`config.mk`:
```
export PLATFORM = sky130hd
export DESIGN_NAME = ahb_gpio
export DESIGN_NICKNAME = d
export VERILOG_FILES = /design/src/design/ahb_pkg.sv /design/src/design/soc_map_pkg.sv /design/src/design/ahb_gpio.sv
export SDC_FILE = /design/constraint.sdc
export NUM_CORES = 1
export LEC_CHECK = 0
export BUFFER_PORTS_ARGS = -buffer_cell sky130_fd_sc_hd__buf_2
export CORE_UTILIZATION = 30
export CTS_CLUSTER_DIAMETER = 40
export CTS_CLUSTER_SIZE = 20
export DETAILED_ROUTE_END_ITERATION = 10
export PLACE_DENSITY_LB_ADDON = 0.08
export SLEW_MARGIN = 40
export SYNTH_ARGS = -nofsm -noshare
export SYNTH_HDL_FRONTEND = slang
export SYNTH_SLANG_ARGS = --single-unit
```
`constraint.sdc`:
```
create_clock -name clk -period 2.7 [get_ports clk]
set_input_delay 0.27 -clock clk [delete_from_list [all_inputs] [get_ports clk]]
set_output_delay 0.27 -clock clk [all_outputs]
set_load 0.03 [all_outputs]
```
`src/design/ahb_pkg.sv`:
```
package ahb_pkg;

  // Bus widths
  localparam int addr_width = 32;
  localparam int data_width = 32;

  // Transfer type
  localparam logic [1:0] htrans_idle   = 2'b00;
  localparam logic [1:0] htrans_nonseq = 2'b10;

  // Only word transfers and single bursts are issued
  localparam logic [2:0] hsize_word    = 3'b010;
  localparam logic [2:0] hburst_single = 3'b000;

  localparam logic       hresp_okay    = 1'b0;

  // Bit 0 tells data access from opcode fetch
  localparam logic [3:0] hprot_opcode  = 4'b0000;
  localparam logic [3:0] hprot_data    = 4'b0001;

endpackage

```
`src/design/soc_map_pkg.sv`:
```
package soc_map_pkg;

  // SRAM region, code and data
  localparam logic [ahb_pkg::addr_width-1:0] sram_base = 32'h0000_0000;
  localparam logic [ahb_pkg::addr_width-1:0] sram_size = 32'h0001_0000;
  localparam int sram_depth_words = 16384;

  // GPIO region with two word registers
  localparam logic [ahb_pkg::addr_width-1:0] gpio_base       = 32'h4000_0000;
  localparam logic [ahb_pkg::addr_width-1:0] gpio_size       = 32'h0000_0008;
  localparam logic [ahb_pkg::addr_width-1:0] gpio_out_offset = 32'h0000_0000;
  localparam logic [ahb_pkg::addr_width-1:0] gpio_in_offset  = 32'h0000_0004;
  localparam int gpio_width = 8;

  // Slave indexes, the last one is the default slave
  localparam int slave_count = 3;
  localparam int slv_sram    = 0;
  localparam int slv_gpio    = 1;
  localparam int slv_none    = 2;

endpackage

```
`src/design/ahb_gpio.sv`:
```
`timescale 1ns/1ps

module ahb_gpio (
  input  logic                                clk,
  input  logic                                rst,
  input  logic                                hsel,
  input  logic [ahb_pkg::addr_width-1:0]      haddr,
  input  logic [1:0]                          htrans,
  input  logic                                hwrite,
  input  logic [ahb_pkg::data_width-1:0]      hwdata,
  input  logic [3:0]                          hprot,
  input  logic                                hready,
  input  logic [soc_map_pkg::gpio_width-1:0]  gpio_in,
  output logic [ahb_pkg::data_width-1:0]      hrdata,
  output logic                                hreadyout,
  output logic [soc_map_pkg::gpio_width-1:0]  gpio_out
);

  localparam int dw       = ahb_pkg::data_width;
  localparam int gw       = soc_map_pkg::gpio_width;
  localparam int off_bits = $clog2(soc_map_pkg::gpio_size);

  logic          access;
  logic          wr_q;
  logic          in_sel_q;
  logic          fetch_q;
  logic [gw-1:0] in_meta;
  logic [gw-1:0] in_sync;

  assign access = hsel && (htrans == ahb_pkg::htrans_nonseq) && hready;

  always_ff @(posedge clk) begin
    if (!rst) begin
      wr_q <= 1'b0;
    end else if (hready) begin
      wr_q <= access && hwrite && (hprot[0] == ahb_pkg::hprot_data[0]);
    end
  end

  always_ff @(posedge clk) begin
    if (access) begin
      in_sel_q <= haddr[off_bits-1:0] == soc_map_pkg::gpio_in_offset[off_bits-1:0];
      fetch_q  <= hprot[0] == ahb_pkg::hprot_opcode[0];
    end
  end

  // Output register only, writes to the input offset are ignored
  always_ff @(posedge clk) begin
    if (!rst) begin
      gpio_out <= '0;
    end else if (wr_q && !in_sel_q) begin
      gpio_out <= hwdata[gw-1:0];
    end
  end

  // Two-flop synchronizer
  always_ff @(posedge clk) begin
    in_meta <= gpio_in;
    in_sync <= in_meta;
  end

  always_comb begin
    if (fetch_q) begin
      hrdata = '0;
    end else if (in_sel_q) begin
      hrdata = dw'(in_sync);
    end else begin
      hrdata = dw'(gpio_out);
    end
  end

  assign hreadyout = 1'b1;

endmodule

```
==> metrics.md, run 1 <==
| Metric | Value |
|---|---|
| Status | finished clean |
| Root buffer cell | clkbuf_4 |
| Flop2flop setup slack | ~1.3 ns |
| Via Count | 690 |
| RSZ-0062 raised after global routing | false |
| Tot GR Track Use | a little under a tenth |
| CP arrival | approximately 1.6 ns |
| WP data required | about 2.4 ns |
| Period minus WS final | 1.83 ns |
| Drt total wl | 1.77 mm |
| Worst ir drop on vdd | 0.000220 V |
| Clock Path Buffers | 2 |
| Die X | 62.2 µm |
| Antenna-violating nets left | 0 |
| Setup TNS | 0 ns |
| Die area | a little under 4000 µm² |
| DRT Pass-1 Iters | 2 |
| Dpl hpwl | 1.34 mm |
| Worst slew margin | 61.5% |
| Final Slew Violations | 0 |
| Largest net degree at the start of global routing | 16 |
| Ports | about 120 |
| Post-CTS setup buffers | 0 |
| DR iter-0 viols | 5 |
| RD Place Congestion | 0.649 |
| Register Area | 561 µm² |
| Most common cell after layout, fill and taps aside | buf_2 |
| Number of synthesis warnings | 0 |
| CP cell instances | mux2i_1 > nor2_1 > buf_2 |
| # port buffers | 42 |
| CP Max Fanout | 9 |
| Cells after synthesis | 97 |
| Number of global-route vias before repair | approximately 600 |
| Achievable Freq | 548 MHz |
| P&R area growth vs syn | 14.3% |
| Htree depth | 1 |
| Routed len/inst | 9.69 µm |
| Initial antenna violation count | 0 |
| Global-route wire length before repair | 2.77 mm |
| CTS tree | built |
| Final Hold Vio Count | 0 |
| Cell Pwr Density | 550 nW/µm² |
| Worst slew pin tran | a little under 0.6 ns |
| Cts hold-fix bufs | 0 |
| Die height | 62.2 µm |
| Leakage power | 0.000636 µW |
| Worst-Skew Late Latency | 0.32 ns |
| Core area | between 3000 and 4000 µm² |
| HP Class | primary input to flop |
| Clock Sink Count | 27 |
| Synthesized area | 1090 µm² |
| Syn avg cell area | 11.2 µm² |
| Crit start category | flop |
| # rows | 21 |
| Final core occ | 36.4% |
| Largest stage delay on the critical path | 0.74 ns |
| Synth cell types | 18 |
| CTS resizes | 0 |
| Endpoints failing setup | 0 |
| Synthesized flop and latch total | 27 |
| CP Capture Type | primary output |
| Remaining global-route overflow | 0 |
| Seq/Total Area, Yosys | between 50% and 60% |
| DRC | 0 |
| Most frequent cells in the layout | buf_2 (42), conb_1 (25), dfxtp_1 (25) |
| Tcrit/Tclk final | 67.6% |
| Max Clock Skew | 0.00751 ns |
| Clk pin slew, worst setup/hold paths | 0.14 ns |
| Setup CP Type | flop to primary output |
| Multi-input logic area | 383 µm² |
| Net count, final | 221 |
| Initial Util | 31.8% |
| Layout cells sized above 1 | 34.3% |
| Cts bufs inserted | 3 |
| CP max-delay cell | edfxtp_1 |
| Pwr Total | 683 µW |
| Antenna diodes | 0 |
| Max-cap violations | 0 |
| Vias per cell | 3.77 |
| Fill count | 365 |
==> area by class of cell <==
cell class                      instances  area share, %
Tap cell                               46           4.63
Inverter                                1          0.302
Sequential cell                        27           45.1
Clock buffer                            3           1.81
Clock inverter                          1          0.403
Timing Repair Buffer                   42           16.9
Multi-Input combinational cell         63           30.8
==> state kept, by name, summed over array words and instances (netlist names) <==
register,flops
fetch_q,1
gpio_out,8
in_meta,8
in_sel_q,1
in_sync,8
wr_q,1
==> power breakdown <==
| part | switching, µW | internal [µW] |
|---|---|---|
| sequential | 6.24 | 417 |
| combinational | 68.1 | 24.0 |
| clock | 112 | 55.4 |
| total | 187 | 496 |
==> cells by family after synthesis <==
| kind of cell | count (synthesis) | synth area share, % |
|---|---|---|
| muxes | 16 | 14.7 |
| DFF | 27 | 51.6 |
| other | 2 | 0.691 |
| and+or+nand+nor | 22 | 11.9 |
| buffers and inverters | 30 | 21.2 |
==> stage by stage <==
step                      instance area (µm²)  hold slack [ns]  setup slack [ns]  cells
final                                    1240           0.0400             0.874    183
after global routing                     1240          0.00783             0.731    183
after CTS                                1240           0.0292             0.808    183
after detailed placement                 1210            0.312              1.18    179
after global placement                   1210            0.311              1.19    179
after floorplan                          1170            0.298              1.38    120
==> worst max-delay path: cells and delay by family (launching register included) <==
family	cells	cell delay (ns)
DFF	1	0.74
buffers and inverters	1	0.19
and+or+nand+nor	1	0.06
muxes	1	0.26
==> synth_stat cells <==
cell type / number / share of area, %
conb_1: 2 / 0.69
buf_4: 25 / 17
nor3b_1: 1 / 0.69
nand4_1: 1 / 0.58
buf_1: 1 / 0.34
nand3b_1: 1 / 0.69
edfxtp_1: 2 / 5.5
mux2i_1: 16 / 15
nor2b_1: 8 / 4.6
buf_12: 1 / 1.8
and4b_1: 1 / 0.92
nor2_1: 8 / 2.8
nor2b_4: 1 / 1.3
nand2_1: 1 / 0.34
dfxtp_1: 25 / 46
clkbuf_1: 1 / 0.34
inv_1: 1 / 0.34
buf_6: 1 / 1.0
==> path summary, 6_finish.rpt <==
check	start	end	cells after the start
hold reg to reg	in_meta[3]	in_sync[3]	0
setup reg to reg	in_sel_q	gpio_out[6]	3
setup / recovery	in_sel_q	hrdata[0]	3
hold / removal	gpio_in[2]	in_meta[2]	1
==> layer usage <==
metal  track usage (%)  up-vias  wire length [µm]
li1                  -      338                 -
met1              10.4      311               697
met2              16.5       39               912
met3              3.13        2               144
met4              5.23        0                19
met5                 0        -                 0
Note: power is estimated with default switching activity, not from simulation.
==> run 2: changes to the inputs <==
==> constraint.sdc (replaced) <==
create_clock -name clk -period 1.7 [get_ports clk]
set_input_delay 0.17 -clock clk [delete_from_list [all_inputs] [get_ports clk]]
set_output_delay 0.17 -clock clk [all_outputs]
set_load 0.03 [all_outputs]
==> metrics.md, run 2 (synthesis results as in run 1) <==
| Metric | Value |
|---|---|
| DP Worst Slack | between 0.3 and 0.4 ns |
| Dpl hpwl | 1.36 mm |
| DRT Pass-1 Iters | 2 |
| Antenna-violating nets left | 0 |
| Largest net degree at the start of global routing | 16 |
| Clock Path Buffers | 2 |
| # rows | 21 |
| Via Count | 743 |
| Initial antenna violation count | 0 |
| Remaining global-route overflow | 0 |
| Clk pin slew, worst setup/hold paths | 0.14 ns |
| Max Clock Skew | 0.00396 ns |
| Setup TNS | 0 ns |
| HP Class | primary input to flop |
| Number of global-route vias before repair | a little under 700 |
| Most frequent cells in the layout | buf_2 (42), conb_1 (25), dfxtp_1 (25) |
| Tcrit/Tclk final | 90.1% |
| Setup CP Type | flop to primary output |
| Die X | just over 60 µm |
| Core area | roughly 3400 µm² |
| Worst-Skew Late Latency | 0.32 ns |
| Worst R2R Path Depth | 5 |
| Initial Util | roughly a third |
| RSZ-0062 raised after global routing | false |
| Endpoints failing setup | 0 |
| # port buffers | 42 |
| Final Slew Violations | 0 |
| CP Max Fanout | 6 |
| Achievable Freq | 653 MHz |
| Most common cell after layout, fill and taps aside | buf_2 |
| DRC | 0 |
| Die height | 62.2 µm |
| Antenna diodes | 0 |
| CP arrival | about 1.4 ns |
| Period minus WS final | 1.53 ns |
| Crit start category | flop |
| Cts bufs inserted | 3 |
| Net count, final | 232 |
| Routed len/inst | 9.59 µm |
| Ports | 124 |
| Clock Sink Count | 27 |
| Worst ir drop on vdd | between 0.0004 and 0.0005 V |
| DR iter-0 viols | 10 |
| Die area | between 3000 and 4000 µm² |
| Layout cells sized above 1 | 33.8% |
| Tot GR Track Use | 10.5% |
| RD Place Congestion | 0.653 |
| Final Hold Vio Count | 0 |
| Root buffer cell | clkbuf_4 |
| Largest regs | gpio_out: 8 flops, in_meta: 8 flops, in_sync: 8 flops |
| Cell Pwr Density | 816 nW/µm² |
| Max-cap violations | 0 |
| Worst Hold Depth | 3 |
| Vias per cell | 3.83 |
| Hold WS | between 0.09 and 0.1 ns |
| WP data required | 1.53 ns |
| Htree depth | 1 |
| Leakage power | 0.000688 µW |
| Drt total wl | 1.86 mm |
| Status | finished clean |
| Global-route wire length before repair | 3.11 mm |
| Setup WS post-layout | 0.168 ns |
| CTS tree | built |
| CP Capture Type | primary output |
| P&R area growth vs syn | 24.9% |
## run 2: cell type report
| class | count | area (µm²) |
|---|---|---|
| repair buffers | 53 | 325 |
| clock inverters | 1 | 5.00 |
| fillers | 371 | 2060 |
| inverters | 1 | 3.75 |
| flip-flops and latches | 27 | 561 |
| well taps | 46 | 57.6 |
| multi-input cells | 63 | 383 |
| clock buffers | 3 | 22.5 |
## run 2: layer usage
metal  GRT usage (%)  vias to the layer above  part of all wire (%)  routed length [µm]
li1                -                      361                     -                   -
met1            10.8                      341                    42                 774
met2            18.8                       39                    51                 950
met3            2.94                        2                   6.3                 117
met4            6.10                        0                   1.0                  19
met5               0                        -                     0                   0
## run 2: final timing paths
| check | from | to | slack, ns |
|---|---|---|---|
| max | in_sel_q | hrdata[0] | 0.17 |
| min | hprot[0] | wr_q | 0.09 |
| max reg2reg | in_sel_q | gpio_out[7] | 0.23 |
| min reg2reg | in_meta[5] | in_sync[5] | 0.34 |
## run 2: per-stage QoR
step / power [µW] / cells / instance area [µm²] / util [%]
2_1_floorplan: 837 / 120 / 1170 / -
3_3_place_gp: 835 / 180 / 1230 / 36.2
3_5_place_dp: 836 / 180 / 1230 / 36.2
4_1_cts: 1120 / 194 / 1360 / 39.7
5_1_grt: 1160 / 194 / 1360 / 39.7
6_report: 1110 / 194 / 1360 / 39.7
## run 2: critical path, stage by stage, from the launching register on
cell and delay (ns):
edfxtp_1 0.47, buf_12 0.17, mux2i_1 0.11, nor2_1 0.09
buf_2 0.20
## run 2: repair_timing
item,4_1_cts,5_1_grt
hold buffers,8,0
gates resized for setup,0,0
setup endpoints to repair,1,0
setup buffers,2,0
endpoints found under the hold margin,8,0
## run 2: power breakdown
group / total (µW) / internal, µW / switching (µW) / leakage [µW]
Sequential: 669 / 662 / 7.15 / 0.000224
Clock: 270 / 88.1 / 182 / 0.0000177
Combinational: 168 / 54.1 / 114 / 0.000446
Total: 1110 / 805 / 303 / 0.000688
==> run 3: changes to the inputs <==
--- a/config.mk
+++ b/config.mk
@@ -6,11 +6,10 @@
 export NUM_CORES = 1
 export LEC_CHECK = 0
 export BUFFER_PORTS_ARGS = -buffer_cell sky130_fd_sc_hd__buf_2
-export CORE_UTILIZATION = 30
-export CTS_CLUSTER_DIAMETER = 40
+export CORE_UTILIZATION = 33
 export CTS_CLUSTER_SIZE = 20
 export DETAILED_ROUTE_END_ITERATION = 10
-export PLACE_DENSITY_LB_ADDON = 0.08
+export PLACE_DENSITY = 0.77
 export SLEW_MARGIN = 40
 export SYNTH_ARGS = -nofsm -noshare
 export SYNTH_HDL_FRONTEND = slang
==> metrics.md, run 3 (synthesis results as in run 1) <==
| Metric | Value |
|---|---|
| Htree depth | 1 |
| Most common cell after layout, fill and taps aside | buf_2 |
| Die height | around 59 µm |
| Cts bufs inserted | 3 |
| R2R Path End | gpio_out[3] |
| Worst Hold Depth | 2 |
| Endpoints failing setup | 0 |
| HP Class | primary input to flop |
| Routed len/inst | 9.54 µm |
| Pwr Total | approximately 1100 µW |
| CP cell instances | buf_4 > mux2i_1 > nor2_1 > buf_2 |
| CP Max Fanout | 5 |
| DRT Pass-1 Iters | 2 |
| Setup WS post-layout | 0.169 ns |
| Final Hold Vio Count | 0 |
| Leakage power | 0.000675 µW |
| CP Capture Type | primary output |
| RSZ-0062 raised after global routing | false |
| Reg2Reg Launch Point | in_sel_q |
| Finished Layout Cells | 191 |
| DRC | 0 |
| Flop2flop setup slack | between 0.3 and 0.4 ns |
| Clock Sink Count | 27 |
| Crit start category | flop |
| Worst-Skew Late Latency | 0.31 ns |
| Clk pin slew, worst setup/hold paths | between 0.1 and 0.15 ns |
| Final Slew Violations | 0 |
| DP Worst Slack | 0.336 ns |
| CP top delay family | flip-flops |
| Net count, final | ~230 |
| CTS resizes | 0 |
| Register Area | 561 µm² |
| DR iter-0 viols | 2 |
| # rows | 20 |
| RD Place Congestion | roughly 0.60 |
| Via Count | 728 |
| Status | finished clean |
| Multi-input logic area | 383 µm² |
| Number of global-route vias before repair | a little over 600 |
| Die X | 59.4 µm |
| Antenna-violating nets left | 0 |
| Die area | approximately 3500 µm² |
| P&R area growth vs syn | 22.7% |
| Root buffer cell | clkbuf_4 |
| Global-route wire length before repair | between 2 and 3 mm |
| Largest regs | gpio_out: 8 flops, in_meta: 8 flops, in_sync: 8 flops |
| Max-cap violations | 0 |
| Largest stage delay on the critical path | around 0.43 ns |
| Ports | around 120 |
| Layout cells sized above 1 | 32.7% |
| Cell Pwr Density | 818 nW/µm² |
| Setup TNS | 0 ns |
| Tot GR Track Use | about 11% |
| Period minus WS final | 1.53 ns |
| Initial antenna violation count | 0 |
| Remaining global-route overflow | 0 |
| Most frequent cells in the layout | buf_2 (42), conb_1 (25), dfxtp_1 (25) |
| Clock Path Buffers | 2 |
| Drt total wl | 1.82 mm |
| Antenna diodes | 0 |
| Achievable Freq | about 650 MHz |
| Fill count | 325 |
| Worst R2R Path Depth | 4 |
| Core area | a little over 3000 µm² |
| Tcrit/Tclk final | approximately nine tenths |
| WP data required | 1.53 ns |
| CP max-delay cell | edfxtp_1 |
| Largest net degree at the start of global routing | 15 |
| Initial Util | about a third |
| CP arrival | 1.36 ns |
| Hold Path Sink | fetch_q |
| # port buffers | 42 |
| Placed Cells incl. Taps | 178 |
| Worst Hold Launch | hprot[0] |
| Setup CP Type | flop to primary output |
| Dpl hpwl | roughly 1.3 mm |
| Worst ir drop on vdd | ~0.0005 V |
| Max Clock Skew | 0.00880 ns |
| Buf/Inv on CP | 2 |
| CTS tree | built |
| Vias per cell | 3.81 |
[run 3: cell types whose count changed in the layout (fill, tap and decap cells not counted), sizes merged]
cell / delta
clkinv: -1
buf: -1
clkbuf: +1
[run 3: worst reg2reg max path: cells and delay by family, from the launching register on]
family	cells	cell delay, ns
flip-flops	1	0.43
AND/OR/NAND/NOR	2	0.39
multiplexers	1	0.23
buffers and inverters	1	0.19
[run 3: worst max-delay path by stage]
stage                  start   endpoint  slack, ns  cells past startpoint
finish              in_sel_q  hrdata[0]       0.17                      4
global route        in_sel_q  hrdata[4]       0.06                      4
CTS                 in_sel_q  hrdata[0]       0.15                      4
detailed placement  in_sel_q  hrdata[1]       0.34                      4
global placement    in_sel_q  hrdata[0]       0.35                      4
floorplan           in_sel_q  hrdata[0]       0.48                      3
[run 3: power breakdown]
part	total [µW]	switching (µW)	leakage, µW	internal (µW)
Combinational	165	114	0.000436	51.6
Clock	257	166	0.0000150	91.5
Sequential	669	6.62	0.000224	662
Total	1090	286	0.000675	805
[run 3: timing repair]
action / in CTS / in global routing
buffers inserted: 1 / 0
hold buffers: 8 / 0
endpoints found under the setup margin: 5 / 0
hold endpoints to repair: 8 / 0
[run 3: final cells by class]
class	instances	share of cell area, %
Tap cell	44	4.13
Inverter	1	0.281
Clock buffer	4	1.97
Sequential cell	27	42.0
Timing Repair Buffer	52	22.9
Multi-Input combinational cell	63	28.7
[run 3: routing by layer]
layer,vias to the layer above,GRT usage (%),part of all wire [%]
met5,-,0,0
met4,0,5.10,0.55
met3,2,2.40,10
met2,50,19.1,48
met1,317,12.8,42
li1,359,-,-
[run 3: per-stage QoR]
stage               utilization (%)  area (µm²)  hold WS (ns)
floorplan                         -        1170         0.198
global placement               39.6        1220         0.273
detailed placement             39.6        1220         0.274
CTS                            43.3        1330        0.0852
global route                   43.3        1330        0.0793
finish                         43.3        1330        0.0976
