File: src/design/ahb_pkg.sv
package ahb_pkg;

  // Bus widths
  localparam int addr_width = 32;
  localparam int data_width = 32;

  // Transfer type
  localparam logic [1:0] htrans_idle   = 2'b00;
  localparam logic [1:0] htrans_nonseq = 2'b10;

  // Only word transfers and single bursts are issued
  localparam logic [2:0] hsize_word    = 3'b010;
  localparam logic [2:0] hburst_single = 3'b000;

  localparam logic       hresp_okay    = 1'b0;

  // Bit 0 tells data access from opcode fetch
  localparam logic [3:0] hprot_opcode  = 4'b0000;
  localparam logic [3:0] hprot_data    = 4'b0001;

endpackage

File: src/design/soc_map_pkg.sv
package soc_map_pkg;

  // SRAM region, code and data
  localparam logic [ahb_pkg::addr_width-1:0] sram_base = 32'h0000_0000;
  localparam logic [ahb_pkg::addr_width-1:0] sram_size = 32'h0001_0000;
  localparam int sram_depth_words = 16384;

  // GPIO region with two word registers
  localparam logic [ahb_pkg::addr_width-1:0] gpio_base       = 32'h4000_0000;
  localparam logic [ahb_pkg::addr_width-1:0] gpio_size       = 32'h0000_0008;
  localparam logic [ahb_pkg::addr_width-1:0] gpio_out_offset = 32'h0000_0000;
  localparam logic [ahb_pkg::addr_width-1:0] gpio_in_offset  = 32'h0000_0004;
  localparam int gpio_width = 8;

  // Slave indexes, the last one is the default slave
  localparam int slave_count = 3;
  localparam int slv_sram    = 0;
  localparam int slv_gpio    = 1;
  localparam int slv_none    = 2;

endpackage

File: src/design/ahb_decoder.sv
`timescale 1ns/1ps

module ahb_decoder (
  input  logic                            clk,
  input  logic                            rst,
  input  logic [ahb_pkg::addr_width-1:0]  haddr,
  input  logic [1:0]                      htrans,
  input  logic                            hreadyout_sram,
  input  logic                            hreadyout_gpio,
  input  logic [ahb_pkg::data_width-1:0]  hrdata_sram,
  input  logic [ahb_pkg::data_width-1:0]  hrdata_gpio,
  output logic                            hsel_sram,
  output logic                            hsel_gpio,
  output logic                            hready,
  output logic [ahb_pkg::data_width-1:0]  hrdata
);

  localparam int aw        = ahb_pkg::addr_width;
  localparam int sram_bits = $clog2(soc_map_pkg::sram_size);
  localparam int gpio_bits = $clog2(soc_map_pkg::gpio_size);
  localparam int idx_w     = $clog2(soc_map_pkg::slave_count);

  logic [idx_w-1:0] slv_addr;
  logic [idx_w-1:0] slv_data;

  // Region match on the upper address bits
  assign hsel_sram = haddr[aw-1:sram_bits] == soc_map_pkg::sram_base[aw-1:sram_bits];
  assign hsel_gpio = haddr[aw-1:gpio_bits] == soc_map_pkg::gpio_base[aw-1:gpio_bits];

  always_comb begin
    if (hsel_sram) begin
      slv_addr = idx_w'(soc_map_pkg::slv_sram);
    end else if (hsel_gpio) begin
      slv_addr = idx_w'(soc_map_pkg::slv_gpio);
    end else begin
      slv_addr = idx_w'(soc_map_pkg::slv_none);
    end
  end

  // Idle cycles leave the default slave in the data phase
  always_ff @(posedge clk) begin
    if (!rst) begin
      slv_data <= idx_w'(soc_map_pkg::slv_none);
    end else if (hready) begin
      slv_data <= (htrans == ahb_pkg::htrans_nonseq) ? slv_addr
                                                     : idx_w'(soc_map_pkg::slv_none);
    end
  end

  always_comb begin
    case (slv_data)
      idx_w'(soc_map_pkg::slv_sram): begin
        hrdata = hrdata_sram;
        hready = hreadyout_sram;
      end
      idx_w'(soc_map_pkg::slv_gpio): begin
        hrdata = hrdata_gpio;
        hready = hreadyout_gpio;
      end
      // Default slave
      default: begin
        hrdata = '0;
        hready = 1'b1;
      end
    endcase
  end

endmodule

File: config.mk
export PLATFORM = sky130hd
export DESIGN_NAME = ahb_decoder
export DESIGN_NICKNAME = d
export VERILOG_FILES = /design/src/design/ahb_pkg.sv /design/src/design/soc_map_pkg.sv /design/src/design/ahb_decoder.sv
export SDC_FILE = /design/constraint.sdc
export NUM_CORES = 1
export LEC_CHECK = 0
export BUFFER_PORTS_ARGS = -buffer_cell sky130_fd_sc_hd__buf_4
export CAP_MARGIN = 10
export CORE_MARGIN = 8
export CORE_UTILIZATION = 25
export CTS_BUF_LIST = sky130_fd_sc_hd__clkbuf_4
export DETAILED_ROUTE_END_ITERATION = 16
export PLACE_DENSITY_LB_ADDON = 0.15
export SLEW_MARGIN = 5
export SYNTH_ARGS = -nofsm -noshare
export SYNTH_HDL_FRONTEND = slang
export SYNTH_SLANG_ARGS = --single-unit
File: constraint.sdc
create_clock -name clk -period 1.9 [get_ports clk]
set_clock_uncertainty 0.15 [all_clocks]
set_input_delay 0.38 -clock clk [delete_from_list [all_inputs] [get_ports clk]]
set_output_delay 0.38 -clock clk [all_outputs]
set_load 0.03 [all_outputs]
==> summary.md, run 1 <==
| Metric | Value |
|---|---|
| Status | `completed` |
| Syn_nets | `198` |
| Yosys top cell area share | `0.473` |
| Mapped cell area | `between 600 and 700 um2` |
| Worst reg2reg startpoint | `slv_data[0]` |
| TritonCTS Sinks | `2` |
| Final Util | `0.663` |
| Global-route wire length before repair | `around 5500 um` |
| Placed cell area | `0.00172 mm2` |
| Most used DFF post-synth | `dfxtp_1` |
| Mean Syn Cell Area | `7.05 um2` |
| Final instance area | `0.00177 mm2` |
| CP most frequent cell | `buf_4` |
| Max Clock Freq | `544 MHz` |
| Die height | `68.0 um` |
| Reg2Reg Capture Point | `slv_data[1]` |
| Max-cap violation count | `0` |
| Crit-path max cell delay | `between 0.3 and 0.4 ns` |
| Diode count | `0` |
| Routability cong. | `approximately 0.73` |
| Detailed Route WL | `approximately 3900 um` |
| Crit path required time | `1.37 ns` |
| Htree depth | `1` |
| Num rows | `19` |
| Unrepaired setup endpoints after global routing | `no` |
| Relative max-transition margin | `0.823` |
| Max-slew violations | `0` |
| Initial Util | `0.254` |
| Largest net degree at the start of global routing | `24` |
| Most flop-heavy register | `slv_data` |
| WL per Instance | `14.9 um` |
| Worst reg-to-reg setup slack | `0.51 ns` |
| Worst-margin pin slew | `roughly 0.26 ns` |
| Max VDD drop | `about 0.12 mV` |
| Top delay family on crit path | `simple AND/OR/NAND/NOR gates` |
| Io pins | `137` |
| Hold depth | `3` |
| Most common cell in the netlist | `nor2_1` |
| Post-synthesis instance total | `96` |
| Total power | `0.326 mW` |
| Share of post-route cells with drive strength above 1 | `0.642` |
| Vias in the first global route | `1344` |
| Hold path startpoint | `hreadyout_gpio` |
| Vias per inst | `4.64` |
| Final-report hold violation count | `0` |
| Post-synth ARST share | `0` |
| Gr usage total | `0.148` |
| Crit path launch type | `input pin` |
| Crit path cell chain | `buf_4 > nor4b_2 > nand4_1 > nor2_1 > buf_4` |
| Crit. End Element | `primary output` |
| CP Buf/Inv Count | `2` |
| Worst min path class | `in2reg` |
| Clk buf depth | `2` |
| Hold EP | `slv_data[0]` |
| WS Path Type | `in2out` |
| Seq/Total Area, Yosys | `0.0591` |
| CTS clk-pin slew, worst paths | `roughly 0.03 ns` |
| #FFs+latches synth | `2` |
| Synth area leaders | `mux2i_1 (47%), nor2_1 (20%), dfxtp_1 (5.9%)` |
| Top cells by count, synth | `nor2_1 (36), mux2i_1 (32), nor4_1 (5)` |
| CTS tree | `done` |
| Num CTS Buffers | `3` |
| Setup TNS Final | `0 ns` |
| Power per cell area | `around 180 mW/mm2` |
| Post-CTS Hold Buffers | `0` |
| Largest fanout on the critical path | `2` |
| First-pass iteration count of the detailed router | `4` |
| GR Overflow Total | `0` |
| Core ar. | `0.00266 mm2` |
| Top flop regs | `slv_data: 2 flops` |
| Lkg Pwr | `0.854 nW` |
| # port buffers | `133` |
| CTS Root Cell | `clkbuf_4` |
| Die area | `0.00463 mm2` |
| Final period util | `0.967` |
| Area grow syn2layout | `161%` |
| Post-layout min period | `approximately 1.8 ns` |
| Cell variety after synth | `18` |
| Later-pin clock latency in the skew report | `0.22 ns` |
| Synth area leader | `mux2i_1` |
| DRC viols | `0` |
| Reg2Reg Depth | `3` |
| CP max stage cell | `nor4b_2` |
| Die X | `68.0 um` |
| Synth Warn # | `0` |
| Arr. time, crit path | `1.31 ns` |
| Antenna viol nets, final | `0` |
| Hpwl dp | `3410 um` |
| Net count, final | `333` |
| Setup Fix Bufs, Post-CTS | `0` |
| Final setup violation count | `0` |
| Vias | `1207` |
| Post-synth EDFFs | `0` |
| Initial antenna violation count | `0` |
| Max reg flops | `2` |
| Initial drt markers | `31` |
==> cells by family after synthesis <==
group           synth area share
compound gates            0.0388
flops                     0.0592
buf+inv                   0.0721
simple gates               0.335
mux                        0.495
==> worst register-to-register path: cells and delay by family, from the launching register on <==
family,cells,cell delay [ns]
AO/OA/AOI/OAI,1,0.11
flip-flops,1,0.36
multiplexers,1,0.31
AND/OR/NAND/NOR,1,0.35
==> worst max path at each step <==
stage,start,to,slack (ns),cells after the start
after floorplan,haddr[4],hsel_gpio,0.1,3
after global placement,haddr[4],hsel_gpio,0.09,5
after detailed placement,haddr[9],hsel_gpio,-0.02,5
after CTS,haddr[16],hsel_gpio,0.04,5
after global routing,haddr[13],hsel_gpio,0.02,5
final,haddr[13],hsel_gpio,0.06,5
==> routing by layer <==
layer	wire length [um]	track usage	part of all wire	vias up
met4	33	0.0512	0.0085	0
met3	564	0.0769	0.15	2
met5	0	0	0	-
li1	-	-	-	607
met2	2140	0.288	0.55	66
met1	1130	0.124	0.29	532
==> layout by cell type (no fill, tap or decap) <==
cell      netlist  routed
or4bb_1         1       1
dfxtp_2         0       1
o31a_1          1       1
dfxtp_1         2       1
nand3b_1        1       1
nor3_1          1       1
inv_1           2       2
nand4_1         2       2
nor4_1          5       2
nor2_1         36      36
o41ai_1         1       1
mux2_4          1       1
nor4_2          0       3
buf_4           0     137
a41oi_1         1       1
mux2i_1        32      32
buf_12          0       1
nor4b_2         1       1
clkbuf_4        0       3
or3b_1          1       1
==> final cells by class <==
cell class,count,area (um2)
clock buffer,3,22.5
fill,233,897
inverter,2,7.51
multi-input combinational,84,607
sequential,2,41.3
tap,31,38.8
timing repair buffer,138,1050
==> stage by stage <==
step,hold slack [ns],std cells,worst slack (ns)
finish,0.277,260,0.0629
global route,0.300,260,0.0208
CTS,0.271,260,0.0366
detailed placement,0.511,257,-0.0249
global placement,0.509,257,0.0864
floorplan,0.411,96,0.0983
==> timing repair <==
item                                    CTS  global route
endpoints found under the setup margin    1             2
gates resized for setup                   2             1
pin swaps                                 0             1
cloned                                    0             0
==> power breakdown <==
group | internal, mW | switching (mW)
registers | 0.0423 | 0.0000000552
logic | 0.145 | 0.0436
clock network | 0.0698 | 0.0254
No activity file was read; power rests on OpenSTA's default activity.
==> run 2, diff against run 1 <==
MAX_ROUTING_LAYER = met4   (was unset)
clock period = 2.05 ns   (was 1.9 ns; I/O delays follow)
==> summary.md, run 2 (synthesis results as in run 1) <==
| Metric | Value |
|---|---|
| Status | `completed` |
| Max-slew violations | `0 (unchanged)` |
| Largest net degree at the start of global routing | `19 (-21%)` |
| Routability cong. | `0.730 (+0.15%)` |
| Initial antenna violation count | `0 (unchanged)` |
| TritonCTS Sinks | `2 (unchanged)` |
| Io pins | `137 (unchanged)` |
| DRC viols | `0 (unchanged)` |
| Final Util | `0.663 (about the same)` |
| Unrepaired setup endpoints after global routing | `no` |
| Num rows | `19 (unchanged)` |
| Top flop regs | `slv_data: 2 flops` |
| Die area | `0.00463 mm2 (unchanged)` |
| Diode count | `0 (unchanged)` |
| Max-cap violation count | `0 (unchanged)` |
| Worst-margin pin slew | `0.329 ns (+0.0665 ns)` |
| WL per Instance | `14.8 um (-0.15%)` |
| Core ar. | `0.00266 mm2 (unchanged)` |
| Later-pin clock latency in the skew report | `0.22 ns (about the same)` |
| Net count, final | `334 (+0.30%)` |
| Worst hold slack | `0.304 ns (+0.0269 ns)` |
| Worst min path class | `in2reg` |
| Crit path cell chain | `mux2_4 > nor2_1 > inv_1 > buf_4` |
| Clk buf depth | `2 (unchanged)` |
| CP Buf/Inv Count | `2 (unchanged)` |
| Final period util | `0.956` |
| Antenna viol nets, final | `0 (unchanged)` |
| Vias in the first global route | `1324 (-1.5%)` |
| CTS Root Cell | `clkbuf_4` |
| Gr usage total | `0.152 (+0.00410)` |
| Max reg flops | `2 (unchanged)` |
| Initial drt markers | `9 (-71%)` |
| Power per cell area | `170 mW/mm2 (-8.0%)` |
| Htree depth | `1 (unchanged)` |
| Vias per inst | `4.59 (-1.0%)` |
| Largest fanout on the critical path | `9 (+7)` |
| Die height | `68.0 um (unchanged)` |
| Arr. time, crit path | `1.40 ns (+0.09 ns)` |
| # port buffers | `133 (unchanged)` |
| Max VDD drop | `0.129 mV (+3.8%)` |
| Crit-path max cell delay | `0.48 ns (+0.17 ns)` |
| Detailed Route WL | `3870 um (+0.23%)` |
| Most flop-heavy register | `slv_data` |
| First-pass iteration count of the detailed router | `4 (unchanged)` |
| Crit. End Element | `primary output` |
| CP max stage cell | `dfxtp_2` |
| Share of post-route cells with drive strength above 1 | `0.635 (-0.00714)` |
| Num CTS Buffers | `3 (unchanged)` |
| CTS clk-pin slew, worst paths | `0.03 ns (about the same)` |
| Vias | `1199 (-0.66%)` |
| Global-route wire length before repair | `5380 um (-1.4%)` |
| Final-report hold violation count | `0 (unchanged)` |
| Setup TNS Final | `0 ns (unchanged)` |
| Max Clock Freq | `~510 MHz` |
| Most common cell after layout, fill and taps aside | `buf_4` |
| WS Path Type | `reg2out` |
| Final instance area | `0.00176 mm2 (about the same)` |
| Relative max-transition margin | `0.779 (-0.0449)` |
| Post-CTS Hold Buffers | `0 (unchanged)` |
| Area grow syn2layout | `161% (about the same)` |
| Lkg Pwr | `0.858 nW (+0.46%)` |
| Crit path required time | `1.49 ns (+0.12 ns)` |
| Commonest cells after routing, fill and taps aside | `buf_4 (137), nor2_1 (36), mux2i_1 (32)` |
| Die X | `68.0 um (unchanged)` |
| GR Overflow Total | `0 (unchanged)` |
| Crit path launch type | `register` |
| Initial Util | `0.254 (unchanged)` |
| CTS tree | `done` |
| Top delay family on crit path | `flip-flops` |
| Final setup violation count | `0 (unchanged)` |
| Post-layout min period | `1.96 ns` |
| Hpwl dp | `3370 um (-1.3%)` |
| Placed cell area | `0.00172 mm2 (-0.43%)` |
## run 2: cell types whose count changed in the layout (fill, tap and decap cells not counted)
cell	delta
buf_6	+1
nor4_1	+2
nor4_2	-2
## run 2: through the flow
stage	total power, mW	setup slack, ns	cells
global route	0.323	0.00309	261
global placement	0.206	0.161	256
detailed placement	0.211	0.0966	256
finish	0.299	0.0895	261
CTS	0.304	0.0284	259
floorplan	0.0668	0.188	96
## run 2: worst paths after layout
kind / startpoint / endpoint / slack [ns] / cells past startpoint
hold reg to reg: slv_data[0] / slv_data[0] / 0.53 / 2
setup / recovery: slv_data[0] / hready / 0.09 / 4
hold / removal: hreadyout_gpio / slv_data[0] / 0.30 / 3
setup reg to reg: slv_data[0] / slv_data[1] / 0.52 / 3
## run 2: report_power, final
| part | internal, mW | switching, mW |
|---|---|---|
| clock network | 0.0646 | 0.0227 |
| logic | 0.134 | 0.0393 |
| registers | 0.0392 | 0.0000000616 |
| total | 0.237 | 0.0620 |
## run 2: routing by layer
layer / vias up / part of all wire / GRT usage
met5: - / 0 / -
met4: 0 / 0.014 / 0.0460
met3: 4 / 0.11 / 0.0589
met2: 66 / 0.56 / 0.291
met1: 521 / 0.32 / 0.133
li1: 608 / - / -
## run 2: area by class of cell
cell class,count,area [um2]
sequential,2,41.3
timing repair buffer,139,1060
inverter,2,7.51
clock buffer,3,22.5
multi-input combinational,84,594
fill,227,898
tap,31,38.8
## run 2: worst reg2reg max path, stage by stage (launching register included)
cell	delay, ns
dfxtp_2	0.48
mux2_4	0.33
or3b_1	0.34
o31a_1	0.11
## run 2: repair_timing
action	in CTS	in global routing
setup buffers	0	2
gates resized for setup	0	2
endpoints found under the setup margin	0	11
==> run 3, diff against run 2 <==
CELL_PAD_IN_SITES_DETAIL_PLACEMENT = 1   (was unset)
CELL_PAD_IN_SITES_GLOBAL_PLACEMENT = 2   (was unset)
CORE_UTILIZATION = 10   (was 25)
==> summary.md, run 3 (synthesis results as in run 1) <==
| Metric | Value |
|---|---|
| Status | `completed` |
| Initial Util | `0.101 (-0.153)` |
| Routability cong. | `0.715 (-2.0%)` |
| Gr usage total | `0.0945 (-0.0575)` |
| # port buffers | `133 (unchanged)` |
| Net count, final | `331 (-0.90%)` |
| Vias per inst | `3.93 (-14%)` |
| First-pass iteration count of the detailed router | `2 (-2)` |
| Num CTS Buffers | `3 (unchanged)` |
| WL met1 | `2020 um (+65%)` |
| CTS clk-pin slew, worst paths | `0.03 ns (about the same)` |
| Worst hold slack | `0.333 ns (+0.0288 ns)` |
| Met2 WL | `2240 um (+2.3%)` |
| GR Overflow Total | `0 (unchanged)` |
| Largest fanout on the critical path | `4 (-5)` |
| Unrepaired setup endpoints after global routing | `no` |
| Crit path launch type | `input pin` |
| Worst setup margin | `0.140 ns (+0.0502 ns)` |
| Power per cell area | `166 mW/mm2 (-2.5%)` |
| Die height | `98.3 um (+44%)` |
| Place WS | `0.0738 ns (-0.0228 ns)` |
| Post-layout min period | `1.91 ns (-0.0502 ns)` |
| Antenna viol nets, final | `0 (unchanged)` |
| Worst min path class | `in2reg` |
| Max Used Layer | `met4` |
| Lkg Pwr | `0.849 nW (-1.0%)` |
| Max VDD drop | `0.0486 mV (-62%)` |
| Max reg flops | `2 (unchanged)` |
| Arr. time, crit path | `1.35 ns (-0.05 ns)` |
| Worst-margin pin slew | `0.391 ns (+0.0618 ns)` |
| Final period util | `0.932 (-0.0245)` |
| Non-Filler Instances | `307 (+18%)` |
| Setup TNS Final | `0 ns (unchanged)` |
| Hpwl dp | `4050 um (+20%)` |
| Vias | `1208 (+0.75%)` |
| Share of post-route cells with drive strength above 1 | `0.634 (about the same)` |
| Global-route wire length before repair | `7140 um (+33%)` |
| Diode count | `0 (unchanged)` |
| WS Path Type | `in2out` |
| Final instance area | `0.00181 mm2 (+2.3%)` |
| Fillers | `846 (+270%)` |
| Total power | `0.299 mW (-0.19%)` |
| TritonCTS Sinks | `2 (unchanged)` |
| Met3 wire length | `324 um (-21%)` |
| Placed cell area | `0.00177 mm2 (+3.1%)` |
| Htree depth | `1 (unchanged)` |
| Max-slew violations | `0 (unchanged)` |
| Max-cap violation count | `0 (unchanged)` |
| Io pins | `137 (unchanged)` |
| Initial antenna violation count | `0 (unchanged)` |
| Initial drt markers | `19 (+10)` |
| Commonest cells after routing, fill and taps aside | `buf_4 (135), nor2_1 (36), mux2i_1 (32)` |
| Max Clock Freq | `523 MHz (+2.6%)` |
| Top flop regs | `slv_data: 2 flops` |
| Vias in the first global route | `1379 (+4.2%)` |
| Later-pin clock latency in the skew report | `0.22 ns (about the same)` |
| Crit path required time | `1.49 ns (about the same)` |
| Most flop-heavy register | `slv_data` |
| Final Util | `0.270 (-0.392)` |
| Final setup violation count | `0 (unchanged)` |
| Die X | `98.3 um (+44%)` |
| DRC viols | `0 (unchanged)` |
| CTS tree | `done` |
| CTS Root Cell | `clkbuf_4` |
| Detailed Route WL | `4660 um (+20%)` |
| Area grow syn2layout | `167%` |
| Relative max-transition margin | `0.739 (-0.0396)` |
| Die area | `0.00966 mm2 (+110%)` |
| Clk buf depth | `2 (unchanged)` |
| Placed cell count | `304 (+19%)` |
| WL per Instance | `15.2 um (+2.3%)` |
| Largest net degree at the start of global routing | `28 (+9)` |
| Num rows | `30 (+11)` |
| Core ar. | `0.00668 mm2 (+150%)` |
| Most common cell after layout, fill and taps aside | `buf_4` |
| Final-report hold violation count | `0 (unchanged)` |
| Crit. End Element | `primary output` |
## run 3: area by class of cell
class                           instances  area (um2)  share of cell area
Timing Repair Buffer                  136        1030               0.572
Multi-Input combinational cell         84         601               0.333
Tap cell                               80         100              0.0554
Sequential cell                         2        41.3              0.0229
Clock buffer                            3        22.5              0.0125
Inverter                                2        7.51             0.00416
## run 3: repair_timing
item,4_1_cts,5_1_grt
buffers inserted,0,0
gates resized for setup,0,2
setup endpoints to repair,0,1
hold buffers,0,0
## run 3: worst paths after layout
path | endpoint | slack (ns) | startpoint | cells past startpoint
worst min-delay path | slv_data[0] | 0.33 | hreadyout_gpio | 3
worst max-delay path | hsel_gpio | 0.14 | haddr[24] | 5
worst min register to register | slv_data[1] | 0.59 | slv_data[0] | 3
worst max register to register | slv_data[0] | 0.66 | slv_data[0] | 3
## run 3: where the power goes
| group | switching (mW) | total (mW) | internal, mW |
|---|---|---|---|
| sequential | 0.000000333 | 0.0392 | 0.0392 |
| combinational | 0.0393 | 0.173 | 0.134 |
| clock | 0.0220 | 0.0866 | 0.0646 |
## run 3: metal layers
layer,vias up,track usage
met5,-,-
met4,0,0.0378
met3,4,0.0228
met2,77,0.161
met1,522,0.104
li1,605,-
## run 3: critical path, cell delays in order
cell     delay [ns]
buf_4          0.11
nor4_1         0.28
nand4_1        0.23
nor2_1         0.15
buf_4          0.17
