$ cat src/design/ahb_pkg.sv
package ahb_pkg;

  // Bus widths
  localparam int addr_width = 32;
  localparam int data_width = 32;

  // Transfer type
  localparam logic [1:0] htrans_idle   = 2'b00;
  localparam logic [1:0] htrans_nonseq = 2'b10;

  // Only word transfers and single bursts are issued
  localparam logic [2:0] hsize_word    = 3'b010;
  localparam logic [2:0] hburst_single = 3'b000;

  localparam logic       hresp_okay    = 1'b0;

  // Bit 0 tells data access from opcode fetch
  localparam logic [3:0] hprot_opcode  = 4'b0000;
  localparam logic [3:0] hprot_data    = 4'b0001;

endpackage

$ cat src/design/ahb_master_bridge.sv
`timescale 1ns/1ps

module ahb_master_bridge (
  input  logic                            clk,
  input  logic                            rst,
  input  logic                            core_valid,
  input  logic                            core_instr,
  input  logic [ahb_pkg::addr_width-1:0]  core_addr,
  input  logic [ahb_pkg::data_width-1:0]  core_wdata,
  input  logic [3:0]                      core_wstrb,
  output logic [ahb_pkg::data_width-1:0]  core_rdata,
  output logic                            core_ready,
  output logic [ahb_pkg::addr_width-1:0]  haddr,
  output logic [1:0]                      htrans,
  output logic                            hwrite,
  output logic [ahb_pkg::data_width-1:0]  hwdata,
  output logic [3:0]                      hprot,
  output logic [2:0]                      hsize,
  output logic [2:0]                      hburst,
  input  logic [ahb_pkg::data_width-1:0]  hrdata,
  input  logic                            hready
);

  typedef enum logic [1:0] {
    st_idle,
    st_addr,
    st_data
  } state_t;

  state_t state;
  state_t state_nxt;

  logic [ahb_pkg::addr_width-1:0] haddr_q;
  logic [ahb_pkg::data_width-1:0] hwdata_q;
  logic                           hwrite_q;
  logic [3:0]                     hprot_q;

  always_comb begin
    state_nxt = state;
    case (state)
      st_idle: begin
        if (core_valid) begin
          state_nxt = st_addr;
        end
      end
      // Address phase is accepted only while the bus is ready
      st_addr: begin
        if (hready) begin
          state_nxt = st_data;
        end
      end
      st_data: begin
        if (hready) begin
          state_nxt = st_idle;
        end
      end
      default: state_nxt = st_idle;
    endcase
  end

  always_ff @(posedge clk) begin
    if (!rst) begin
      state <= st_idle;
    end else begin
      state <= state_nxt;
    end
  end

  // Request fields are taken once, when the request is accepted
  always_ff @(posedge clk) begin
    if (state == st_idle && core_valid) begin
      haddr_q  <= core_addr;
      hwdata_q <= core_wdata;
      hwrite_q <= |core_wstrb;
      hprot_q  <= core_instr ? ahb_pkg::hprot_opcode : ahb_pkg::hprot_data;
    end
  end

  // NONSEQ only in the address phase, IDLE through the data phase
  assign htrans = (state == st_addr) ? ahb_pkg::htrans_nonseq : ahb_pkg::htrans_idle;
  assign haddr  = haddr_q;
  assign hwrite = hwrite_q;
  assign hwdata = hwdata_q;
  assign hprot  = hprot_q;
  assign hsize  = ahb_pkg::hsize_word;
  assign hburst = ahb_pkg::hburst_single;

  assign core_ready = (state == st_data) && hready;
  assign core_rdata = core_ready ? hrdata : '0;

endmodule

$ cat config.mk
export PLATFORM = sky130hd
export DESIGN_NAME = ahb_master_bridge
export DESIGN_NICKNAME = d
export VERILOG_FILES = /design/src/design/ahb_pkg.sv /design/src/design/ahb_master_bridge.sv
export SDC_FILE = /design/constraint.sdc
export NUM_CORES = 1
export LEC_CHECK = 0
export BUFFER_PORTS_ARGS = -buffer_cell sky130_fd_sc_hd__buf_2
export CORE_AREA = 2 2 84 86
export DETAILED_ROUTE_END_ITERATION = 12
export DIE_AREA = 0 0 86 88
export PLACE_DENSITY = 0.79
export SLEW_MARGIN = 40
export SYNTH_ARGS = -nofsm -noshare
export SYNTH_HDL_FRONTEND = slang
export SYNTH_SLANG_ARGS = --single-unit
$ cat constraint.sdc
create_clock -name clk -period 5.55 [get_ports clk]
set_input_delay 0.2775 -clock clk [delete_from_list [all_inputs] [get_ports clk]]
set_output_delay 0.2775 -clock clk [all_outputs]
set_load 0.02 [all_outputs]
==> metrics.md, run 1 <==
| Metric | Value |
|---|---|
| DIE AREA | 7570 um2 |
| Max VDD drop | 0.302 mV |
| Post-CTS Repair Setup Buffers | 0 |
| TritonCTS clock tree | done |
| Final antenna-violating net count | 0 |
| Layout cell share with drive strength beyond 1 | 0.708 |
| Critical hold path startpoint | core_addr[2] |
| Setup Skew | 7.03 ps |
| Pwr per Cell Area | 328 nW/um2 |
| Register area share after synthesis | 0.819 |
| Adder-Cell Fraction of Synth Area | 0 |
| Sw Ratio | 0.227 |
| H-tree depth reported by CTS | 3 |
| Largest net degree at the start of global routing | 67 |
| Number of synthesized flops with an enable pin | 66 |
| Count leader, synth | edfxtp_1 |
| Unrepaired setup endpoints after global routing | false |
| R2R depth | 4 |
| First-pass GRT wire length | 8110 um |
| Hold endpoint | haddr[2] |
| Die Height | 88 um |
| Total Routing Usage GR | 0.149 |
| Min Tclk post-route | 1890 ps |
| Gpl congestion | 0.744 |
| Core area | 6640 um2 |
| Reg-to-reg endpoint | haddr[25] |
| Fin Setup TNS | 0 ps |
| Largest family of logic cells by synthesized area | simple AND/OR/NAND/NOR gates |
| Clk sinks | 68 |
| XOR/XNOR Fraction of Synth Area | 0 |
| Post-synth top flop | edfxtp_1 |
| R2r setup slk | 4040 ps |
| Cell taking the most area after synthesis | edfxtp_1 |
| List of most frequent post-synthesis cells | edfxtp_1 (66), and2_4 (18), and2_1 (14), buf_4 (11), buf_6 (3) |
| DRT iter0 DRCs | 49 |
| Worst Path Required | 5270 ps |
| Crit share post-route | 0.340 |
| Final hold vios | 0 |
| Max-Cap Viols | 0 |
| Synth Register Bits | 68 |
| Inserted Clock Buffers | 9 |
| Total number of vias | 1812 |
| Via/cell ratio | 4.28 |
| Outcome | finished, final reports clean |
| YS warnings | 0 |
| Final Max Tran Viols | 0 |
| Initial antenna violation count | 0 |
| Die width | 86 um |
| Layout area overhead | 53.0% |
| Synth area leaders | edfxtp_1 (80%), and2_4 (6.4%), and2_1 (3.5%), buf_4 (3.3%), dfxtp_1 (1.6%) |
| Post-CTS sizing | 0 |
| Post-DP HPWL | 4760 um |
| Post-synth ARST share | 0 |
| Initial Util | 0.372 |
| Mean Syn Cell Area | 19.4 um2 |
| CTS Root Cell | clkbuf_8 |
| Ant. Diodes | 0 |
| Reg2reg start | state[0] |
| Fillers | 553 |
| Synthesized cell area | 2470 um2 |
| Distinct cells, synth | 17 |
| Post-Syn Instances | 127 |
| Power after layout | 1240 uW |
| Reg power frac | 0.495 |
| Synth top area share | 0.802 |
| NumNets Final | 443 |
| Worst skew pair latency | 330 ps |
| Total iterations of the first detailed-routing run | 4 |
| Nature of the critical path endpoint | output pin |
| Post-synthesis simple-gate area fraction | 0.124 |
| CP Class | reg2out |
| Highest Clock Rate | 529 MHz |
| IO Pins | 215 |
| Maximum clock path buffer count | 2 |
| Hold_buf cts | 0 |
| Vias in the first global route | 1780 |
| GRT overflow | 0 |
| # rows | 30 |
| Critical Path AT | 1610 ps |
| Hold WC Path Type | in2reg |
| Crit Path Max Fanout | 33 |
| Switch Pwr | 281 uW |
| P_int | 958 uW |
| Setup-failing EPs final | 0 |
| Worst setup SP type | flip-flop |
| Reg clk slew, reported paths | 70 ps |
| Combinational power share | 0.122 |
| Post-synthesis compound-gate area fraction | 0.00557 |
| Leak pwr | 0.00183 uW |
| Detailed Route WL | 5980 um |
| Multiplexer share of the synthesized area | 0 |
| Min-Delay Path Depth | 1 |
| Drt wl/cell | 14.1 um |
| Clock power share | 0.383 |
| I/O Buffers | 204 |
| DRC | 0 |
==> cell type report <==
class / count / area, um2 / area share
clock buffers: 9 / 124 / 0.0328
clock inverters: 7 / 115 / 0.0305
inverters: 1 / 3.75 / 0.000993
multi-input cells: 52 / 365 / 0.0967
flip-flops and latches: 68 / 2020 / 0.535
well taps: 80 / 100 / 0.0265
repair buffers: 206 / 1050 / 0.277
==> worst max-delay path by stage <==
stage | from | to | slack (ps) | depth (start not counted)
floorplan | state[0] | haddr[0] | 1840 | 2
global placement | state[0] | haddr[19] | 3960 | 3
detailed placement | state[0] | hwdata[19] | 3900 | 3
CTS | state[1] | core_rdata[15] | 3620 | 3
global route | state[1] | core_rdata[15] | 3510 | 3
finish | state[1] | core_rdata[15] | 3660 | 3
==> worst max-delay path: stages, from the launching register on <==
cell	delay (ps)
dfxtp_1	410
and3b_2	510
and2_4	220
buf_2	150
==> power groups by stage <==
stage / sequential, uW / combinational, uW / clock [uW]
after floorplan: 671 / 36.9 / 0
after global routing: 617 / 161 / 508
after CTS: 615 / 149 / 490
after global placement: 624 / 146 / 0
after detailed placement: 626 / 149 / 0
final: 613 / 151 / 475
==> flip-flops by register name, summed over array words and instances (netlist names) <==
register  count
haddr        32
hprot         1
hwdata       32
hwrite        1
state         2
==> metrics by stage <==
stage	hold slack, ps	util	instances	worst slack, ps	cell area (um2)
floorplan	376	-	135	1840	2500
global placement	454	0.530	406	3960	3520
detailed placement	456	0.530	406	3900	3520
CTS	93.9	0.566	422	3620	3760
global route	87.3	0.569	423	3510	3780
finish	116	0.569	423	3660	3780
==> layer usage <==
| metal | part of all wire | up-vias | track usage |
|---|---|---|---|
| li1 | - | 854 | - |
| met1 | 0.28 | 805 | 0.118 |
| met2 | 0.55 | 142 | 0.289 |
| met3 | 0.15 | 11 | 0.0933 |
| met4 | 0.016 | 0 | 0.0519 |
| met5 | 0 | - | 0 |
==> layout by cell type, fill, tap and decap left out, types with 2 or more instances in the layout <==
cell and instances:
dfxtp_1 2, clkbuf_8 9, buf_2 204, and2_1 14, and2_4 18, edfxtp_1 66
conb_1 10, bufinv_16 3, nand2b_1 2
==> cell families after synthesis <==
family / count (synthesis)
simple gates: 40
other cells: 2
flops: 68
buf+inv: 15
compound gates: 2
Note: power is estimated with default switching activity, not from simulation.
==> run 2, diff against run 1 <==
- CORE_AREA: 2 2 84 86 -> default
- CORE_UTILIZATION: default -> 34
- DIE_AREA: 0 0 86 88 -> default
- PLACE_DENSITY: 0.79 -> 0.76
- clock period: 5.55 -> 1.5 ns (I/O delays scaled with it)
==> run 2 against run 1 <==
Against the previous run:
- count of clock-buffer cells in the layout stayed put
- first-iteration DRC count is 24% higher
- via count is 20% higher
- critical endpoint is now core_rdata[6]
- highest routed layer unchanged
==> metrics.md, run 2 (synthesis gave the netlist of run 1 again) <==
| Metric | Value |
|---|---|
| Hold WC Path Type | in2reg |
| Post-DP HPWL | 4840 um (+1.9%) |
| Reg power frac | 0.498 (+0.003) |
| Initial Util | 0.358 (-0.0141) |
| Layout area overhead | 90.5% |
| DRT iter0 DRCs | 61 (+24%) |
| Placed cell area | 3610 um2 (+2.5%) |
| Nature of the critical path endpoint | output pin |
| Layout cell share with drive strength beyond 1 | 0.599 (-0.110) |
| Total iterations of the first detailed-routing run | 4 (unchanged) |
| Top delay family on crit path | simple AND/OR/NAND/NOR gates |
| Core area | 6910 um2 (+4.0%) |
| Ant. Diodes | 0 (unchanged) |
| Setup-failing EPs final | 0 (unchanged) |
| Via/cell ratio | 4.24 (-1.1%) |
| Final cell count without fillers | 512 (+21%) |
| GRT overflow | 0 (unchanged) |
| Setup Skew | 9.36 ps (+2.33 ps) |
| Worst Path Required | 1420 ps (-3850 ps) |
| Crit Path Max Fanout | 33 (unchanged) |
| Die Height | 87.2 um (-0.87%) |
| Drt wl/cell | 16.7 um (+18%) |
| Power after layout | 4570 uW (+270%) |
| Inserted Clock Buffers | 9 (unchanged) |
| Initial antenna violation count | 0 (unchanged) |
| Highest Clock Rate | 674 MHz |
| Post-Place Worst Slack | 271 ps (-3630 ps) |
| Combinational power share | 0.166 (+0.044) |
| Fin area | 4700 um2 (+25%) |
| Pwr per Cell Area | 972 nW/um2 (+200%) |
| Min Tclk post-route | 1480 ps |
| Crit-path cells | and3b_2 > buf_12 > and2_1 > buf_4 |
| CP Launch Point | state[1] |
| Outcome | finished, final reports clean |
| Gpl congestion | 0.742 (-0.32%) |
| Worst setup SP type | flip-flop |
| IO Pins | 215 (unchanged) |
| Vias in the first global route | 2213 (+24%) |
| CP max-delay cell | dfxtp_4 |
| Crit share post-route | 0.990 |
| Worst skew pair latency | 350 ps (+20 ps) |
| Leak pwr | 0.00215 uW (+18%) |
| Detailed Route WL | 8540 um (+43%) |
| Clock power share | 0.336 (-0.047) |
| First-pass GRT wire length | 11000 um (+36%) |
| Total number of vias | 2170 (+20%) |
| Most frequent cells in the layout | buf_2 (173), dlygate4sd3_1 (71), edfxtp_1 (66), buf_6 (28), and2_4 (18) |
| CP Class | reg2out |
| Slowest stage delay, CP | 360 ps (-150 ps) |
| DRC | 0 (unchanged) |
| Unrepaired setup endpoints after global routing | true |
| Fillers | 510 (-7.8%) |
| Setup ws final | 15.5 ps (-3650 ps) |
| Reg clk slew, reported paths | 70 ps (about the same) |
| Die width | 87.2 um (+1.4%) |
| Reg2reg start | state[0] |
| Switch Pwr | 1200 uW (+330%) |
| CTS Root Cell | clkbuf_8 |
| DIE AREA | 7610 um2 (+0.54%) |
| Most common cell after layout, fill and taps aside | buf_2 |
| Critical Path AT | 1410 ps (-200 ps) |
| NumNets Final | 516 (+16%) |
| Clk sinks | 68 (unchanged) |
| H-tree depth reported by CTS | 3 (unchanged) |
| # rows | 30 (unchanged) |
| I/O Buffers | 204 (unchanged) |
| Total Routing Usage GR | 0.209 (+0.0603) |
| Critical hold path startpoint | core_valid |
| Max-Cap Viols | 0 (unchanged) |
| Largest net degree at the start of global routing | 42 (-37%) |
| CP bufs+invs | 2 (+1) |
| Maximum clock path buffer count | 2 (unchanged) |
| Sw Ratio | 0.262 (+0.0357) |
| Final hold vios | 0 (unchanged) |
| TritonCTS clock tree | done |
| Final Max Tran Viols | 0 (unchanged) |
| Final antenna-violating net count | 0 (unchanged) |
| Placed cell count | 425 (+4.7%) |
| P_int | 3370 uW (+250%) |
| Max VDD drop | 0.978 mV (+220%) |
## run 2: cell types whose count changed in the layout (fill, tap and decap cells not counted), sizes merged
cell / before / now
dlygate4sd3: 0 / 71
buf: 206 / 208
bufinv: 3 / 1
inv: 1 / 3
clkinv: 3 / 4
clkinvlp: 1 / 0
## run 2: worst min-delay path: stages
cell and delay (ps):
buf_2 120, nand2b_4 70, a21oi_1 60
## run 2: area by class of cell
cell class	count	area [um2]	share of cell area
multi-input combinational	52	373	0.0793
tap	96	120	0.0255
inverter	1	3.75	0.000798
sequential	68	2030	0.431
timing repair buffer	279	1980	0.421
clock inverter	7	75.1	0.0160
clock buffer	9	124	0.0263
## run 2: through the flow
stage	hold WS, ps	util	TNS, ps
floorplan	174	-	-23450
CTS	11.3	0.656	0
global placement	251	0.522	0
finish	20.6	0.681	0
detailed placement	253	0.522	0
global route	37.5	0.681	-258
## run 2: power by group through the flow
stage,Combinational [uW],Sequential (uW),Clock [uW]
after global placement,572,2310,0
after global routing,801,2290,1630
after detailed placement,584,2310,0
after floorplan,142,2480,0
final,759,2280,1540
after CTS,730,2270,1540
## run 2: path summary, 6_finish.rpt
kind | slack, ps | cells past startpoint | end
worst max-delay path | 20 | 4 | core_rdata[6]
worst min-delay path | 20 | 3 | state[0]
worst max register to register | 260 | 3 | hwdata[13]
worst min register to register | 540 | 2 | state[0]
## run 2: routing by layer
metal / up-vias / wire length [um] / track usage
met5: - / 0 / 0
met1: 1011 / 2520 / 0.175
met4: 0 / 181 / 0.0909
met3: 17 / 798 / 0.0796
li1: 1004 / - / -
met2: 138 / 5040 / 0.424
## run 2: repair_timing
action | CTS | global route
buffers inserted | 0 | 0
resized for setup | 6 | 55
pin swaps | 0 | 0
endpoints found under the setup margin | 32 | 32
endpoints found under the hold margin | 68 | 0
hold buffers | 71 | 0
==> run 3, diff against run 2 <==
- BUFFER_PORTS_ARGS: -buffer_cell sky130_fd_sc_hd__buf_2 -> default
- CORE_AREA: default -> 2 2 84 86
- CORE_UTILIZATION: 34 -> default
- DIE_AREA: default -> 0 0 86 88
- DONT_BUFFER_PORTS: default -> 1
- PLACE_DENSITY: 0.76 -> default
==> run 3 against run 2 <==
Against the previous run:
- cell area is 26% lower
- cell count is 43% lower
- critical path depth is 1 lower
- largest power group unchanged
- die area is 0.54% lower
- first-iteration DRC count is 3.3% higher
- sequential power is 8% higher
==> metrics.md, run 3 (synthesis gave the netlist of run 1 again) <==
| Metric | Value |
|---|---|
| Ant. Diodes | 0 (unchanged) |
| Top Layer Used | met4 |
| Inserted Clock Buffers | 9 (unchanged) |
| DRT iter0 DRCs | 63 (+3.3%) |
| Layout cell share with drive strength beyond 1 | 0.276 (-0.322) |
| H-tree depth reported by CTS | 3 (unchanged) |
| Highest Clock Rate | 677 MHz (+0.48%) |
| WL met3 | 798 um (unchanged) |
| Setup Skew | 7.33 ps (-2.03 ps) |
| Most common cell after layout, fill and taps aside | dlygate4sd3_1 |
| Hold WC Path Type | in2reg |
| DRC | 0 (unchanged) |
| Clk sinks | 68 (unchanged) |
| Crit Path Max Fanout | 1 (-97%) |
| Crit-path cells | dlygate4sd3_1 > or4_1 > dlygate4sd3_1 |
| Slowest stage delay, CP | 570 ps (+210 ps) |
| Final hold vios | 0 (unchanged) |
| Final hold slack | 60.8 ps (+40.3 ps) |
| Final antenna-violating net count | 0 (unchanged) |
| DIE AREA | 7570 um2 (-0.54%) |
| Reg area | 2020 um2 (-0.12%) |
| Pwr per Cell Area | 1260 nW/um2 (+29%) |
| NumNets Final | 310 (-40%) |
| Setup-failing EPs final | 0 (unchanged) |
| Vias in the first global route | 1456 (-34%) |
| Leak pwr | 0.00128 uW (-40%) |
| Worst skew pair latency | 330 ps (-20 ps) |
| Nature of the critical path endpoint | flip-flop |
| Worst Path Required | 1590 ps (+170 ps) |
| Maximum clock path buffer count | 2 (unchanged) |
| Detailed Route WL | 5750 um (-33%) |
| Critical Path AT | 1560 ps (+150 ps) |
| Die width | 86 um (-1.4%) |
| Total Routing Usage GR | 0.146 (-0.0631) |
| Multi-input logic area | 390 um2 (+4.7%) |
| Total number of vias | 1374 (-37%) |
| Initial antenna violation count | 0 (unchanged) |
| IO Pins | 215 (unchanged) |
| Post-CTS Repair Setup Buffers | 0 (unchanged) |
| # rows | 30 (unchanged) |
| Initial Util | 0.372 (+0.0141) |
| Most frequent CP cell | dlygate4sd3_1 |
| Max VDD drop | 0.621 mV (-37%) |
| Top delay family on crit path | buffers and inverters |
| Layout area overhead | 41.8% |
| Min Tclk post-route | 1480 ps (-7.02 ps) |
| Power after layout | 4410 uW (-3.6%) |
| Via/cell ratio | 4.74 (+12%) |
| CP Class | in2reg |
| CP max-delay cell | dlygate4sd3_1 |
| I/O Buffers | 0 (-100%) |
| Routed met1 length | 1720 um (-32%) |
| Core area | 6640 um2 (-3.8%) |
| Worst setup SP type | input pin |
| Total iterations of the first detailed-routing run | 4 (unchanged) |
| Unrepaired setup endpoints after global routing | true |
| Post-DP HPWL | 3820 um (-21%) |
| Drt wl/cell | 19.8 um (+19%) |
| Final Max Tran Viols | 0 (unchanged) |
| Outcome | finished, final reports clean |
| Max-Cap Viols | 0 (unchanged) |
| CTS Root Cell | clkbuf_8 |
| Met2 Wirelength | 3120 um (-38%) |
| First-pass GRT wire length | 7820 um (-29%) |
| Gpl congestion | 0.681 (-8.1%) |
| Reg clk slew, reported paths | 80 ps (about the same) |
| Most frequent cells in the layout | dlygate4sd3_1 (70), edfxtp_1 (66), and2_4 (18), and2_2 (14), conb_1 (10) |
| GRT overflow | 0 (unchanged) |
| Die Height | 88 um (+0.88%) |
| Crit share post-route | 0.985 (-0.00468) |
| Fillers | 518 (+1.6%) |
| Largest net degree at the start of global routing | 44 (+4.8%) |
| CP bufs+invs | 2 (unchanged) |
| TritonCTS clock tree | done |
==> run 3: layout make-up <==
| class | count | area share |
|---|---|---|
| flip-flops and latches | 68 | 0.578 |
| repair buffers | 73 | 0.217 |
| well taps | 80 | 0.0286 |
| multi-input cells | 52 | 0.111 |
| clock inverters | 7 | 0.0282 |
| clock buffers | 9 | 0.0354 |
| inverters | 1 | 0.00107 |
==> run 3: what timing repair did <==
item	4_1_cts	5_1_grt
endpoints found under the hold margin	68	0
hold buffers	70	0
setup endpoints to repair	14	8
gates resized for setup	9	6
==> run 3: power by group <==
group | total [uW] | internal, uW | switching [uW]
clock | 1640 | 944 | 696
combinational | 311 | 166 | 145
sequential | 2460 | 2250 | 207
total | 4410 | 3360 | 1050
==> run 3: through the flow <==
stage               setup TNS [ps]   util  instances  instance area (um2)  worst slack (ps)
finish                           0  0.527        290                 3500              22.5
global route                 -5.36  0.527        290                 3500             -3.11
CTS                              0  0.526        290                 3490              30.3
detailed placement               0  0.385        204                 2560               274
global placement                 0  0.385        204                 2560               319
floorplan                   -23450      -        135                 2520              -355
==> run 3: final timing paths <==
check / startpoint / to / slack, ps / cells after the start
max reg2reg: state[0] / state[0] / 120 / 3
max: core_wstrb[2] / hwrite / 20 / 3
min: rst / state[1] / 60 / 2
min reg2reg: state[1] / state[1] / 730 / 2
==> run 3: routing by layer <==
metal,GRT usage,up-vias
met5,0,-
li1,-,590
met1,0.128,636
met2,0.252,138
met3,0.0971,10
met4,0.0765,0
